File: src/common/mips_consts.svh
`ifndef MIPS_CONSTS_SVH
`define MIPS_CONSTS_SVH

// boot address of the core
// the iram maps its words relative to this
`define RESET_VECTOR 32'hBFC00000

// instruction memory depth in words
`define IRAM_WORDS 4096

// instruction queue slots
// also the number of credits fetch starts with
`define QUEUE_DEPTH 4

// jr to this address ends the program
`define HALT_TARGET 32'h0

`endif

File: src/common/mips_pkg.sv
// shared types for the xori subset core
package mips_pkg;

    // major opcodes decoded by the core
    typedef enum logic [5:0] {
        OP_SPECIAL = 6'b000000,
        OP_XORI    = 6'b001110,
        OP_LW      = 6'b100011,
        OP_SW      = 6'b101011
    } opcode_t;

    // function code of jr inside OP_SPECIAL
    localparam logic [5:0] FUNCT_JR = 6'b001000;

    // i-type view: lw, sw, xori
    typedef struct packed {
        opcode_t     opcode;
        logic [4:0]  rs;
        logic [4:0]  rt;
        logic [15:0] imm;
    } i_fmt_t;

    // r-type view: jr and the other special ops
    typedef struct packed {
        opcode_t    opcode;
        logic [4:0] rs;
        logic [4:0] rt;
        logic [4:0] rd;
        logic [4:0] shamt;
        logic [5:0] funct;
    } r_fmt_t;

    // j-type view, kept for completeness of the word layout
    typedef struct packed {
        opcode_t     opcode;
        logic [25:0] target;
    } j_fmt_t;

    // one 32-bit instruction word, read in three ways
    // opcode sits in the top six bits for all of them
    typedef union packed {
        i_fmt_t i_fmt;
        r_fmt_t r_fmt;
        j_fmt_t j_fmt;
    } mips_instr_t;

    // fetched word plus the address it came from
    typedef struct packed {
        logic [31:0] pc;
        mips_instr_t instr;
    } fetch_entry_t;

    // data bus request from the execute unit
    // held steady while read or write is high
    typedef struct packed {
        logic [31:0] address;
        logic [31:0] writedata;
        logic        read;
        logic        write;
    } data_req_t;

endpackage

File: src/fetch/instr_queue.sv
`timescale 1ns/1ps
`include "mips_consts.svh"

module instr_queue import mips_pkg::*; (
    input  logic         clk,
    input  logic         reset,
    // from fetch, never refused since fetch holds a credit
    input  logic         push,
    input  fetch_entry_t push_entry,
    // head towards execute
    output logic         head_valid,
    output fetch_entry_t head_entry,
    input  logic         pop,
    // one pulse per pop back to fetch
    output logic         credit_return,
    // empties the queue on halt
    input  logic         flush
);

    localparam int PTR_W = $clog2(`QUEUE_DEPTH);
    localparam int COUNT_W = $clog2(`QUEUE_DEPTH + 1);

    fetch_entry_t slots [`QUEUE_DEPTH];

    logic [PTR_W-1:0] wr_ptr;
    logic [PTR_W-1:0] rd_ptr;
    logic [COUNT_W-1:0] count;
    // pop only counts against a valid head
    logic pop_ok;

    // wrap explicitly so any depth works
    function automatic logic [PTR_W-1:0] next_ptr(input logic [PTR_W-1:0] p);
        return (p == PTR_W'(`QUEUE_DEPTH - 1)) ? '0 : p + 1'b1;
    endfunction

    assign head_valid = (count != '0);
    assign head_entry = slots[rd_ptr];
    assign pop_ok = pop && head_valid;

    // payload storage
    always_ff @(posedge clk) begin
        if (push) begin
            slots[wr_ptr] <= push_entry;
        end
    end

    // pointers and occupancy
    always_ff @(posedge clk) begin
        if (reset || flush) begin
            wr_ptr <= '0;
            rd_ptr <= '0;
            count <= '0;
        end else begin
            if (push) begin
                wr_ptr <= next_ptr(wr_ptr);
            end
            if (pop_ok) begin
                rd_ptr <= next_ptr(rd_ptr);
            end
            case ({push, pop_ok})
                2'b10: count <= count + 1'b1;
                2'b01: count <= count - 1'b1;
                default: count <= count;
            endcase
        end
    end

    // credit pulse follows the pop by one edge
    // the pop that causes a flush gives nothing back, fetch has stopped
    always_ff @(posedge clk) begin
        if (reset) begin
            credit_return <= 1'b0;
        end else begin
            credit_return <= pop_ok && !flush;
        end
    end

endmodule

File: config.mk
export PLATFORM = sky130hd
export DESIGN_NAME = instr_queue
export DESIGN_NICKNAME = d
export VERILOG_FILES = /design/src/common/mips_pkg.sv /design/src/fetch/instr_queue.sv
export VERILOG_INCLUDE_DIRS = /design/src /design/src/common
export SDC_FILE = /design/constraint.sdc
export NUM_CORES = 1
export LEC_CHECK = 0
export BUFFER_PORTS_ARGS = -buffer_cell sky130_fd_sc_hd__buf_2
export CAP_MARGIN = 20
export CORE_ASPECT_RATIO = 0.75
export CORE_UTILIZATION = 57
export DETAILED_ROUTE_END_ITERATION = 10
export PLACE_DENSITY_LB_ADDON = 0.25
export SYNTH_ARGS = -nofsm -noshare
export SYNTH_HDL_FRONTEND = slang
export SYNTH_SLANG_ARGS = --single-unit
File: constraint.sdc
create_clock -name clk -period 3.2 [get_ports clk]
set_input_delay 0 -clock clk [delete_from_list [all_inputs] [get_ports clk]]
set_output_delay 0 -clock clk [all_outputs]
set_load 0.01 [all_outputs]
## After elaboration in Yosys (flattened, before gate mapping)

Memories as Yosys holds them, arrays and structs flattened. A register that Yosys moved wholly into a read port is not among the register bits.
Cells that the tools add are included.

| operators by class | value |
|---|---|
| reduce and logical (&&, ||, !) cells | 6 |
| equality and inequality tests | 4 |
| $add $sub $neg | 4 |
| mux-type cells | 7 |

Operators by type and width:

| operator | count |
|---|---|
| $mux W2 | 4 |
| $eq A2 B2 Y1 const B | 3 |
| $pmux W3 S2 | 1 |
| $add A2 B1 Y2 const B | 2 |
| $add A3 B1 Y3 const B | 1 |
| $reduce_bool A3 Y1 | 1 |
| $sub A3 B1 Y3 const B | 1 |
| $eq A2 B1 Y1 const B | 1 |
| $logic_and A1 B1 Y1 | 2 |
| $mux W1 | 2 |
| $reduce_bool A2 Y1 | 1 |
| $logic_not A1 Y1 | 1 |
| $logic_or A1 B1 Y1 | 1 |

| storage, ports and cells | value |
|---|---|
| input port bits | 69 |
| memories kept | 1 |
| memory bits (writable) | 256 |
| flip-flop bits (word level) | 8 |
| output and inout bits | 66 |

Memories:

| memory | depth | bits a word | rd ports | clocked after Yosys merged registers in | wr ports | line | source |
|---|---|---|---|---|---|---|---|
| slots | 4 | 64 | 1 | 1 | 1 | instr_queue.sv:23 | `` fetch_entry_t slots [`QUEUE_DEPTH]; `` |

## Logic depth before layout (Yosys ltp)

| depth | value |
|---|---|
| depth in word-level cells | 4 |
| mapped depth | 8 |

## Least setup slack after synthesis

No wires, ideal clock.

| path | value |
|---|---|
| path kind | reg-to-reg |
| from | register wr_ptr[0] |
| to | memory slots[0][0] (netlist name) (enable) |
| data arrival time | 2.048 ns |
| required time | 2.771 ns |
| path slack | 0.724 ns |
| library setup time | 0.429 ns |
| period minus slack after synthesis | 2.476 ns |
| path buffers | 0 |
| stages on the path, launching flop included | 4 |
| cells stage by stage | dfxtp_1 inv_1 ha_1 and2_1 |

RTL lines:

| what | line | source |
|---|---|---|
| from (decl) | instr_queue.sv:25 | `logic [PTR_W-1:0] wr_ptr;` |
| from (signal assigned) | instr_queue.sv:55 | `wr_ptr <= next_ptr(wr_ptr);` |
| to (decl) | instr_queue.sv:23 |  |

Straight into the memory's write port.

==> flow_summary.yaml <==
setup_path:
  critPathLaunchType: "register"
  endpoint_kind: "primary output"
  arrival_ns: 2.17
  crit_fanout: 17
  crit_type: "reg2out"
  worst_ep_required_time_ns: 3.20
routing:
  via_per_inst: 5.50
  postRouteAntennaNets: 0
  vias: 4592
  drtPass1Iterations: 4
  first_iter_violations: 315
  drt-total-wl_mm: 16.7
  drc: 0
  avgRoutedWirePerCell_um: 20.0
synthesis:
  netlist_instances: 385
  syn_avg_cell_area_um2: 25.5
  ys_seq_area_frac: 0.804
  ys_types: 24
  synthMuxAreaShare: 0.151
  yosysWarnings: 0
  synth_area_mm2: 0.00980
  synth_top_family_by_area: "multiplexers"
  synth_seq_cells: 266
  synthXorXnorAreaFrac: 0.00268
  postSynthNetCount: 461
  synth_compound_area_frac: 0.00421
  synth-simple-area-share: 0.00830
  synthAdderAreaFrac: 0.00970
sta:
  fmax_ghz: 0.461
  fin_setup_tns_ns: 0
  slew_headroom: 0.339
  skew_ns: 0.0125
  layout_min_cycle_time_ns: 2.17
  finalSetupViolations: 0
  slew_violations: 0
  hold_viol_final: 0
  fin_crit_sh: 0.678
  rsz0062_at_grt: "no"
  worst_pin_slew_ns: 0.992
min_path:
  hold_path.class: "in2reg"
cts:
  cts_tree: "built"
  cts-buffers-inserted: 25
  cts.path.max_buffers: 3
  path_clk_slew_ns: 0.07
  numClockSinks: 266
  insertion_delay_ns: 0.51
  h-tree-depth: 1
  cts_root_buffer: "clkbuf_16"
cells_and_area:
  fin_cells: 835
  fin_nets: 678
  fin_util: 0.721
  diodes: 0
  fin_area_mm2: 0.0121
  syn_to_final_growth_pct: 23.7
  drive_above_1_share: 0.389
place:
  place_area_mm2: 0.0106
  dpl.hpwl_mm: 8.89
  place_inst: 721
  finalWeightedCongestion: 0.698
  numPortBuffers: 134
global_routing:
  first_global_vias: 4845
  track_usage: 0.191
  grt_max_degree: 66
  grt_antenna_before_repair: 0
  grt_pass1_wl_mm: 25.6
  gr-total-overflow: 0
die:
  die_h_um: 116
  num_rows: 41
  die_area_mm2: 0.0177
  initial_core_util: 0.583
  pin_count: 135
  core-area_mm2: 0.0168
  die_w_um: 153
pwr:
  peakVddDrop_uv: 384
  power-per-cell-area_mw_per_mm2: 597
  leakagePower_nw: 4.15
flow_run:
  cap_viol_max_count: 0
status:
  status: "completed"
Yosys cell counts:
cell type | instances | area, um2
xnor2_1 | 1 | 8.76
or2_2 | 1 | 6.26
and2_1 | 4 | 25.0
buf_12 | 6 | 120
xor2_1 | 2 | 17.5
mux2i_1 | 2 | 20.0
nor3_1 | 1 | 5.00
o31ai_4 | 1 | 21.3
or3_1 | 3 | 18.8
nand2_1 | 1 | 3.75
ha_1 | 6 | 75.1
inv_1 | 7 | 26.3
o21ai_0 | 1 | 5.00
dfxtp_1 | 10 | 200
fa_1 | 1 | 20.0
buf_2 | 6 | 30.0
clkbuf_1 | 1 | 3.75
edfxtp_1 | 256 | 7690
a21oi_1 | 3 | 15.0
nor2_1 | 6 | 22.5
buf_6 | 1 | 11.3
mux4_1 | 4 | 105
clkbuf_2 | 1 | 5.00
mux4_2 | 60 | 1350
cells by family after synthesis:
| kind of cell | Yosys count |
|---|---|
| DFF | 266 |
| xor gates and xnor gates | 3 |
| adders and majority gates | 7 |
| buffers and inverters | 22 |
| muxes | 66 |
| and+or+nand+nor | 16 |
| AOI/OAI and AO/OA | 5 |
critical path, stage by stage (launching register included):
cell and delay [ns]:
dfxtp_4 0.53, buf_4 0.40, mux4_2 0.57, buf_2 0.16
path summary, 6_finish.rpt:
check,start,to,slack (ns),cells after the start
setup / recovery,register,head_entry[10],1.03,3
hold / removal,push_entry[40],slots[2][40],0.24,2
setup reg to reg,count[0],count[2],1.21,8
hold reg to reg,rd_ptr[0],register,0.52,2
state kept, by name, indices dropped and copies added (netlist names), named ones only:
| register | count |
|---|---|
| wr_ptr | 2 |
| count | 3 |
| credit_return | 1 |
| rd_ptr | 2 |
| slots | 256 |
power by group:
group          internal (mW)  switching (mW)  total, mW
logic                  0.205           0.195      0.400
registers               3.91          0.0237       3.93
clock network           1.72            1.18       2.90
total                   5.84            1.40       7.23
metrics by stage:
stage	setup slack (ns)	hold WS, ns	power [mW]
after global placement	1.40	0.209	4.33
after detailed placement	1.30	0.220	4.35
after CTS	0.957	0.224	7.30
after floorplan	0.724	0.0989	4.18
final	1.03	0.244	7.23
after global routing	0.871	0.243	7.47
cell usage in the layout (no fill, tap or decap), types with 4 or more instances in the layout:
cell / netlist / routed
ha_1: 6 / 6
dfxtp_1: 10 / 8
mux4_1: 4 / 4
mux4_2: 60 / 60
clkinv_2: 0 / 6
inv_1: 7 / 7
dlygate4sd3_1: 0 / 69
clkbuf_16: 0 / 25
and2_4: 0 / 4
nor2_1: 6 / 6
edfxtp_1: 256 / 256
clkinv_1: 0 / 4
clkbuf_1: 1 / 4
buf_2: 6 / 134
metal layers:
metal	up-vias	track usage	share of wire
li1	2070	-	-
met1	2362	0.263	0.43
met2	140	0.321	0.49
met3	20	0.0438	0.065
met4	0	0.0407	0.013
met5	-	0	0
timing repair:
action / in CTS / in global routing
hold buffers: 69 / 0
endpoints found under the hold margin: 266 / 0
gates resized for setup: 0 / 0
setup buffers: 0 / 0
layout make-up:
cell class / instances / area, um2
Timing Repair Buffer: 205 / 1390
Multi-Input combinational cell: 97 / 1730
Fill cell: 1010 / 4700
Sequential cell: 266 / 7900
Tap cell: 215 / 269
Inverter: 7 / 26.3
Clock inverter: 14 / 146
Clock buffer: 31 / 668
(Power assumes the default switching activity.)
