File: src/common/mips_consts.svh
`ifndef MIPS_CONSTS_SVH
`define MIPS_CONSTS_SVH

// boot address of the core
// the iram maps its words relative to this
`define RESET_VECTOR 32'hBFC00000

// instruction memory depth in words
`define IRAM_WORDS 4096

// instruction queue slots
// also the number of credits fetch starts with
`define QUEUE_DEPTH 4

// jr to this address ends the program
`define HALT_TARGET 32'h0

`endif

File: src/common/mips_pkg.sv
// shared types for the xori subset core
package mips_pkg;

    // major opcodes decoded by the core
    typedef enum logic [5:0] {
        OP_SPECIAL = 6'b000000,
        OP_XORI    = 6'b001110,
        OP_LW      = 6'b100011,
        OP_SW      = 6'b101011
    } opcode_t;

    // function code of jr inside OP_SPECIAL
    localparam logic [5:0] FUNCT_JR = 6'b001000;

    // i-type view: lw, sw, xori
    typedef struct packed {
        opcode_t     opcode;
        logic [4:0]  rs;
        logic [4:0]  rt;
        logic [15:0] imm;
    } i_fmt_t;

    // r-type view: jr and the other special ops
    typedef struct packed {
        opcode_t    opcode;
        logic [4:0] rs;
        logic [4:0] rt;
        logic [4:0] rd;
        logic [4:0] shamt;
        logic [5:0] funct;
    } r_fmt_t;

    // j-type view, kept for completeness of the word layout
    typedef struct packed {
        opcode_t     opcode;
        logic [25:0] target;
    } j_fmt_t;

    // one 32-bit instruction word, read in three ways
    // opcode sits in the top six bits for all of them
    typedef union packed {
        i_fmt_t i_fmt;
        r_fmt_t r_fmt;
        j_fmt_t j_fmt;
    } mips_instr_t;

    // fetched word plus the address it came from
    typedef struct packed {
        logic [31:0] pc;
        mips_instr_t instr;
    } fetch_entry_t;

    // data bus request from the execute unit
    // held steady while read or write is high
    typedef struct packed {
        logic [31:0] address;
        logic [31:0] writedata;
        logic        read;
        logic        write;
    } data_req_t;

endpackage

File: src/fetch/instr_fetch.sv
`timescale 1ns/1ps
`include "mips_consts.svh"

module instr_fetch import mips_pkg::*; (
    input  logic         clk,
    input  logic         reset,
    // iram read port
    output logic [31:0]  instr_address,
    input  logic [31:0]  instr_readdata,
    // towards the instruction queue
    output logic         push,
    output fetch_entry_t push_entry,
    input  logic         credit_return,
    // end of program from execute
    input  logic         halt
);

    localparam int CREDIT_W = $clog2(`QUEUE_DEPTH + 1);

    logic [31:0] pc;
    // free queue slots as seen from here
    logic [CREDIT_W-1:0] credits;
    // set once the program has ended
    logic halted;

    // iram is read straight from the pc
    assign instr_address = pc;

    // issue whenever a slot is free
    // nothing goes out in the halt cycle, the queue flushes on that edge
    assign push = (credits != '0) && !halted && !halt;

    always_comb begin
        push_entry.pc = pc;
        push_entry.instr = instr_readdata;
    end

    // program counter
    always_ff @(posedge clk) begin
        if (reset) begin
            pc <= `RESET_VECTOR;
        end else if (push) begin
            pc <= pc + 32'd4;
        end
    end

    // credit counter
    // a push spends one, a return gives one back the next cycle
    always_ff @(posedge clk) begin
        if (reset) begin
            credits <= CREDIT_W'(`QUEUE_DEPTH);
        end else if (!halted && !halt) begin
            case ({push, credit_return})
                2'b10: credits <= credits - 1'b1;
                2'b01: credits <= credits + 1'b1;
                // push and return together leave it unchanged
                default: credits <= credits;
            endcase
        end
    end

    // stop for good after halt, credits stay frozen
    always_ff @(posedge clk) begin
        if (reset) begin
            halted <= 1'b0;
        end else if (halt) begin
            halted <= 1'b1;
        end
    end

endmodule

File: config.mk
export PLATFORM = sky130hd
export DESIGN_NAME = instr_fetch
export DESIGN_NICKNAME = d
export VERILOG_FILES = /design/src/common/mips_pkg.sv /design/src/fetch/instr_fetch.sv
export VERILOG_INCLUDE_DIRS = /design/src /design/src/common
export SDC_FILE = /design/constraint.sdc
export NUM_CORES = 1
export LEC_CHECK = 0
export ABC_AREA = 1
export BUFFER_PORTS_ARGS = -buffer_cell sky130_fd_sc_hd__buf_2
export CORE_ASPECT_RATIO = 0.7
export CORE_MARGIN = 4
export CORE_UTILIZATION = 49
export CTS_BUF_LIST = sky130_fd_sc_hd__clkbuf_8 sky130_fd_sc_hd__clkbuf_16
export DETAILED_ROUTE_END_ITERATION = 12
export MAX_ROUTING_LAYER = met4
export PLACE_DENSITY = 0.95
export SLEW_MARGIN = 20
export SYNTH_ARGS = -nofsm -noshare
export SYNTH_HDL_FRONTEND = slang
export SYNTH_SLANG_ARGS = --single-unit
File: constraint.sdc
create_clock -name clk -period 3.55 [get_ports clk]
set_clock_uncertainty 0.1 [all_clocks]
set_input_delay 0.1775 -clock clk [delete_from_list [all_inputs] [get_ports clk]]
set_output_delay 0.1775 -clock clk [all_outputs]
set_load 0.02 [all_outputs]
# After elaboration in Yosys (flattened, before gate mapping)
# Index checks and enable logic that the tools add are counted.
word_totals:
  regBits: 36
  memories: 0
  ram_bits: 0
  word_cells: 17
  mem_bits_ro: 0
  inputBits: 36
  latch_bits: 0
  output_inout_bits: 97
classes:
  bitwise: 0
  multipliers: 0
  n_addsub: 3
  muxes: 1
  n_div: 0
  reduce_logical: 8
  n_lt_le_gt_ge: 0
  shift: 0
  n_eq_ne: 2
op_table:
  columns: ["operator", "n"]
  rows:
  - ["$add 32x3->32 const B", 1]
  - ["$pmux 3 s2", 1]
  - ["$add 3x1->3 const B", 1]
  - ["$logic_and 1x1->1", 3]
  - ["$reduce_bool 3->1", 1]
  - ["$sub 3x1->3 const B", 1]
  - ["$eq 2x1->1 const B", 1]
  - ["$eq 2x2->1 const B", 1]
  - ["$logic_not 1->1", 2]
  - ["$reduce_and 2->1", 1]
  - ["$reduce_bool 2->1", 1]

# Longest topological paths before layout
depth:
  word_depth: 6
  ltp_mapped: 11
  mapped_depth_nobuf: 11

# Worst setup path before layout
# No wires, ideal clock.
synth_path:
  path_type: "flip-flop to flip-flop"
  startpoint: "register credits[0]"
  endpoint: "register credits[2]"
  arrival_time_ns: 1.672
  period_less_slack_ns: 1.895
  setup_time_ns: 0.123
  stages_incl_launch_ff: 11
  slack_ns: 1.655
  n_path_buf: 0
  required_time_ns: 3.327
  cell_sequence: "dfxtp_1 -> nor2_4 -> nand2_4 -> nand2_4 -> ha_1 -> inv_1 -> fa_1 -> xnor2_1 -> nand2_1 -> a21oi_1 -> o21ai_0"
synth_between:
  elab_chain_cells: 6
  elab_cells_between_ends: 10
  cone_classes: "add/sub (2); eq/ne (2); mux (1); reduce/logical (5)"
synth_rtl:
  columns: ["item", "line_no", "text"]
  rows:
  - ["from (decl)", "instr_fetch.sv:22", "logic [CREDIT_W-1:0] credits;"]
  - ["from (signal assigned)", "instr_fetch.sv:51", "credits <= CREDIT_W'(`QUEUE_DEPTH);"]
  - ["from (signal assigned)", "instr_fetch.sv:54", "2'b10: credits <= credits - 1'b1;"]
  - ["from (signal assigned)", "instr_fetch.sv:55", "2'b01: credits <= credits + 1'b1;"]
  - ["$reduce_bool 3->1", "instr_fetch.sv:31", "assign push = (credits != '0) && !halted && !halt;"]
  - ["$logic_and 1x1->1 (2 in a row)", "instr_fetch.sv:31", null]
  - ["$eq 2x1->1 or $eq 2x2->1 (tied branches)", "instr_fetch.sv:53", "case ({push, credit_return})"]
  - ["$reduce_bool 2->1 (no line)", null, null]
  - ["$reduce_and 2->1 (no line)", null, null]
# Several ways; a longest one is shown, not always the timed one.
# A chain may end at the register's enable or synchronous reset.

# Final worst setup path
# Ends and elaborated chain as after synthesis.

==> run summary <==
The flow ran to the end, and the final reports show no timing, DRC or antenna violations. The startpoint of the worst hold path was reset. The final cell count without fillers is 427, and the post-placement cell count is 419.

Counting flops and latches in the post-synthesis netlist gives 34. Once the clock tree was built, the resizer swapped 0 gates to a different size. Of the synthesized area, sequential elements account for 27.97%. The final critical path takes up 58.15% of the cycle. The height of the chip works out to 66.96 microns. The number of antenna diodes in the final layout is 0. The detailed router put a total of 2.368 mm of wire on met1.

The netlist area before placement is 0.002434 sq mm, and the worst reg2reg path depth is 10. The overflow left after global routing came out at 0. The count of antenna-violating nets left after detailed routing is 0.

The setup check on the worst reg-to-reg path leaves a slack of 1.49 ns. The run gives 0 as the post-CTS setup buffer count. Routability-driven placement finished with a final weighted congestion of 0.8670. Max-cap violations in this run came to 0.

Along the worst path, the maximum fanout reaches 9. The die is 92.23 microns wide. Detailed placement finished with a half-perimeter wire length of 4.084 mm. In the synthesized netlist the async set-or-reset flop fraction comes to 0%. The number of instances on the worst hold path came out at 2.

The predominant post-synthesis flop cell was sky130_fd_sc_hd__dfxtp_1. IR analysis of the VDD net gives a maximum drop of 0.0001447 V. For this run, the total global-route usage over all layers was measured as 17.50%. The count of final max-slew check failures came out at 0. The area of the die was 0.006176 sq mm; the routed wire length on met3 was 460 microns.

The routed design could run at a clock period as short as 2.064 ns. The critical setup path kind is reg -> reg. sky130_fd_sc_hd__dfxtp_1 takes more of the synthesized area than any other cell. The run gives 50.16% as the headroom to the max-slew limit.

For the worst setup path, the data arrival time is 2.14 ns. The instance count of the mapped netlist is 352. From synthesis to final layout, the design area changed by -0.0001644%. The violation count after the first detailed-route iteration is 151, and the initial cell density of the core is 50.89%.

The first global-routing pass estimated 8.342 mm of wire. Signal routing reaches up to met4. Multi-input combinational cell area: 0.001082 sq mm.

Registers take 680.7 sq um. For this block, the routed nets add up to 5.197 mm of wire. The count of buffers added on input and output ports is 64. TritonCTS built the clock tree.

The count of endpoints failing hold in the final timing report is 0, and the first-pass iteration count of the detailed router is 4. The share of synthesized area in the top cell type comes to 27.97%. Most common library cell in the layout ignoring fill and taps: sky130_fd_sc_hd__buf_2. Setup repair after global routing left no endpoint under its margin. In the final layout, the share of cells above drive strength 1 is 27.37%. The setup slack after placement is 1.493 ns. Based on the critical path, the design can be clocked at up to 484.4 MHz. Clock tree synthesis found a total of 34 sinks. The number of core rows was 21. After filler insertion, the fill cell instance count of the layout stands at 478. The CTS H-tree depth is 2. Adding up every negative setup slack in the final design gives 0 ns. The final critical-path setup slack was 1.486 ns; the areal power density over the cells was 309.0 mW/mm^2.

The element type at the critical path end was a flop. The tools report the final setup violation count as 0. The netlist uses 32 different library cells. In the routed layout, each cell is associated on average with a via count of 4.904. The met2 wirelength from detailed routing is 2.316 mm. The number of buffers inserted by hold repair at cts was 0.

In the layout the commonest cells are sky130_fd_sc_hd__buf_2, sky130_fd_sc_hd__nand2_1, sky130_fd_sc_hd__nor2_1. Startpoint of the worst-slack reg-to-reg timing path: credits[0]. The worst hold path class is in -> reg.

The routed layout has 2,094 vias. The tree is rooted in a sky130_fd_sc_hd__clkbuf_8. The worst-skew pair later-pin latency was 0.29 ns; the clock transition time at the flip-flop clock pins of the worst setup and hold paths was 0.07 ns. Entering global routing, the biggest net connects 27 pins. The worst hold endpoint is instr_address[18].

Routed wire length per instance: 12.17 microns. The run gives 0 as the number of antenna violations at the first check in global routing. The Yosys step of the flow raised 0 warnings. The longest clock path from root to sink contains 2 buffers. By area the synthesized netlist is led by sky130_fd_sc_hd__dfxtp_1, sky130_fd_sc_hd__buf_4, sky130_fd_sc_hd__nand2_1, sky130_fd_sc_hd__nor2_1, sky130_fd_sc_hd__inv_1.

The endpoint of the most critical register-to-register path is credits[2]. The run gives 396 as the number of nets in the final layout. At the pin with the least slew margin, the transition time is 0.7467 ns.

The required time at the endpoint of the critical path was 3.62 ns. The run gives 0 as the residual DRC count. The run gives 0.004782 sq mm as the core footprint. The mean cell area of the mapped netlist works out to 6.914 sq um. TritonCTS created 5 clock buffers. The nature of the critical path startpoint was a flop.

Leakage power figure: 1.215 nW. The synthesized design contains 0 enable-type register cells. The tools report the number of top-level pins as 133. The number of global-route vias before repair is 1,773.
[Yosys cell counts, types with 3 or more instances]
cell                        n
sky130_fd_sc_hd__nor2_1    44
sky130_fd_sc_hd__buf_4     66
sky130_fd_sc_hd__nand4_1   11
sky130_fd_sc_hd__nor3_1     5
sky130_fd_sc_hd__nor2_4     6
sky130_fd_sc_hd__dfxtp_1   34
sky130_fd_sc_hd__inv_2      3
sky130_fd_sc_hd__nand3b_1   3
sky130_fd_sc_hd__a21oi_1   12
sky130_fd_sc_hd__inv_1     42
sky130_fd_sc_hd__nand2_2    5
sky130_fd_sc_hd__nand3_1   26
sky130_fd_sc_hd__o21ai_0   12
sky130_fd_sc_hd__nand3_2    4
sky130_fd_sc_hd__nor2_2     3
sky130_fd_sc_hd__nand2_1   56
sky130_fd_sc_hd__nand2_4    3
[power breakdown]
part / internal [W] / switching (W)
Clock: 0.000153 / 0.000135
Sequential: 0.000388 / 0.00000766
Combinational: 0.0000212 / 0.0000469
Total: 0.000562 / 0.000190
[registers in the layout (all words and copies together) (netlist names)]
register       flops
instr_address     30
credits            3
halted             1
[worst max-delay path by stage]
stage | start | endpoint | slack, ns | depth (start not counted)
after floorplan | credits[0] | credits[2] | 1.66 | 10
after global placement | credits[0] | credits[2] | 1.59 | 10
after detailed placement | credits[0] | credits[2] | 1.49 | 10
after CTS | credits[0] | credits[2] | 1.48 | 10
after global routing | credits[0] | credits[2] | 1.36 | 10
final | credits[0] | credits[2] | 1.49 | 10
[cell families after synthesis]
logic type	share of synthesized area [%]
AND/OR/NAND/NOR	34.40
flip-flops	27.97
other	0.1541
AO/OA/AOI/OAI	6.890
buffers and inverters	28.02
adder cells (fa/ha/maj)	1.851
XOR/XNOR	0.7199
[critical path, cell delays in order (launching register included)]
cell	delay [ns]
sky130_fd_sc_hd__dfxtp_1	0.38
sky130_fd_sc_hd__nor2_4	0.18
sky130_fd_sc_hd__nand2_4	0.08
sky130_fd_sc_hd__nand2_4	0.12
sky130_fd_sc_hd__ha_1	0.21
sky130_fd_sc_hd__inv_1	0.07
sky130_fd_sc_hd__fa_1	0.37
sky130_fd_sc_hd__xnor2_1	0.15
sky130_fd_sc_hd__nand2_1	0.08
sky130_fd_sc_hd__a21oi_1	0.11
sky130_fd_sc_hd__o21ai_0	0.09
[layout make-up]
class                   instances  area share [%]
clock inverters                 2          0.3599
repair buffers                 64           13.16
multi-input cells             206           44.47
clock buffers                   6           3.393
flip-flops and latches         34           27.97
inverters                      46           7.095
well taps                      69           3.548
[through the flow]
stage	instance area (sq um)	hold slack, ns	util, %	power (W)
finish	2434	0.1066	50.89	0.0007519
detailed placement	2342	0.2551	48.98	0.0004722
global placement	2342	0.2551	48.98	0.0004672
global route	2434	0.1045	50.89	0.0007880
CTS	2434	0.09680	50.89	0.0007618
floorplan	2445	0.3255	-	0.0005142
[layer usage]
| layer | GRT usage, % | up-vias |
|---|---|---|
| met1 | 22.67 | 952 |
| li1 | - | 1056 |
| met2 | 26.64 | 79 |
| met4 | 5.185 | 0 |
| met5 | - | - |
| met3 | 5.079 | 7 |
No activity file was read; power rests on OpenSTA's default activity.
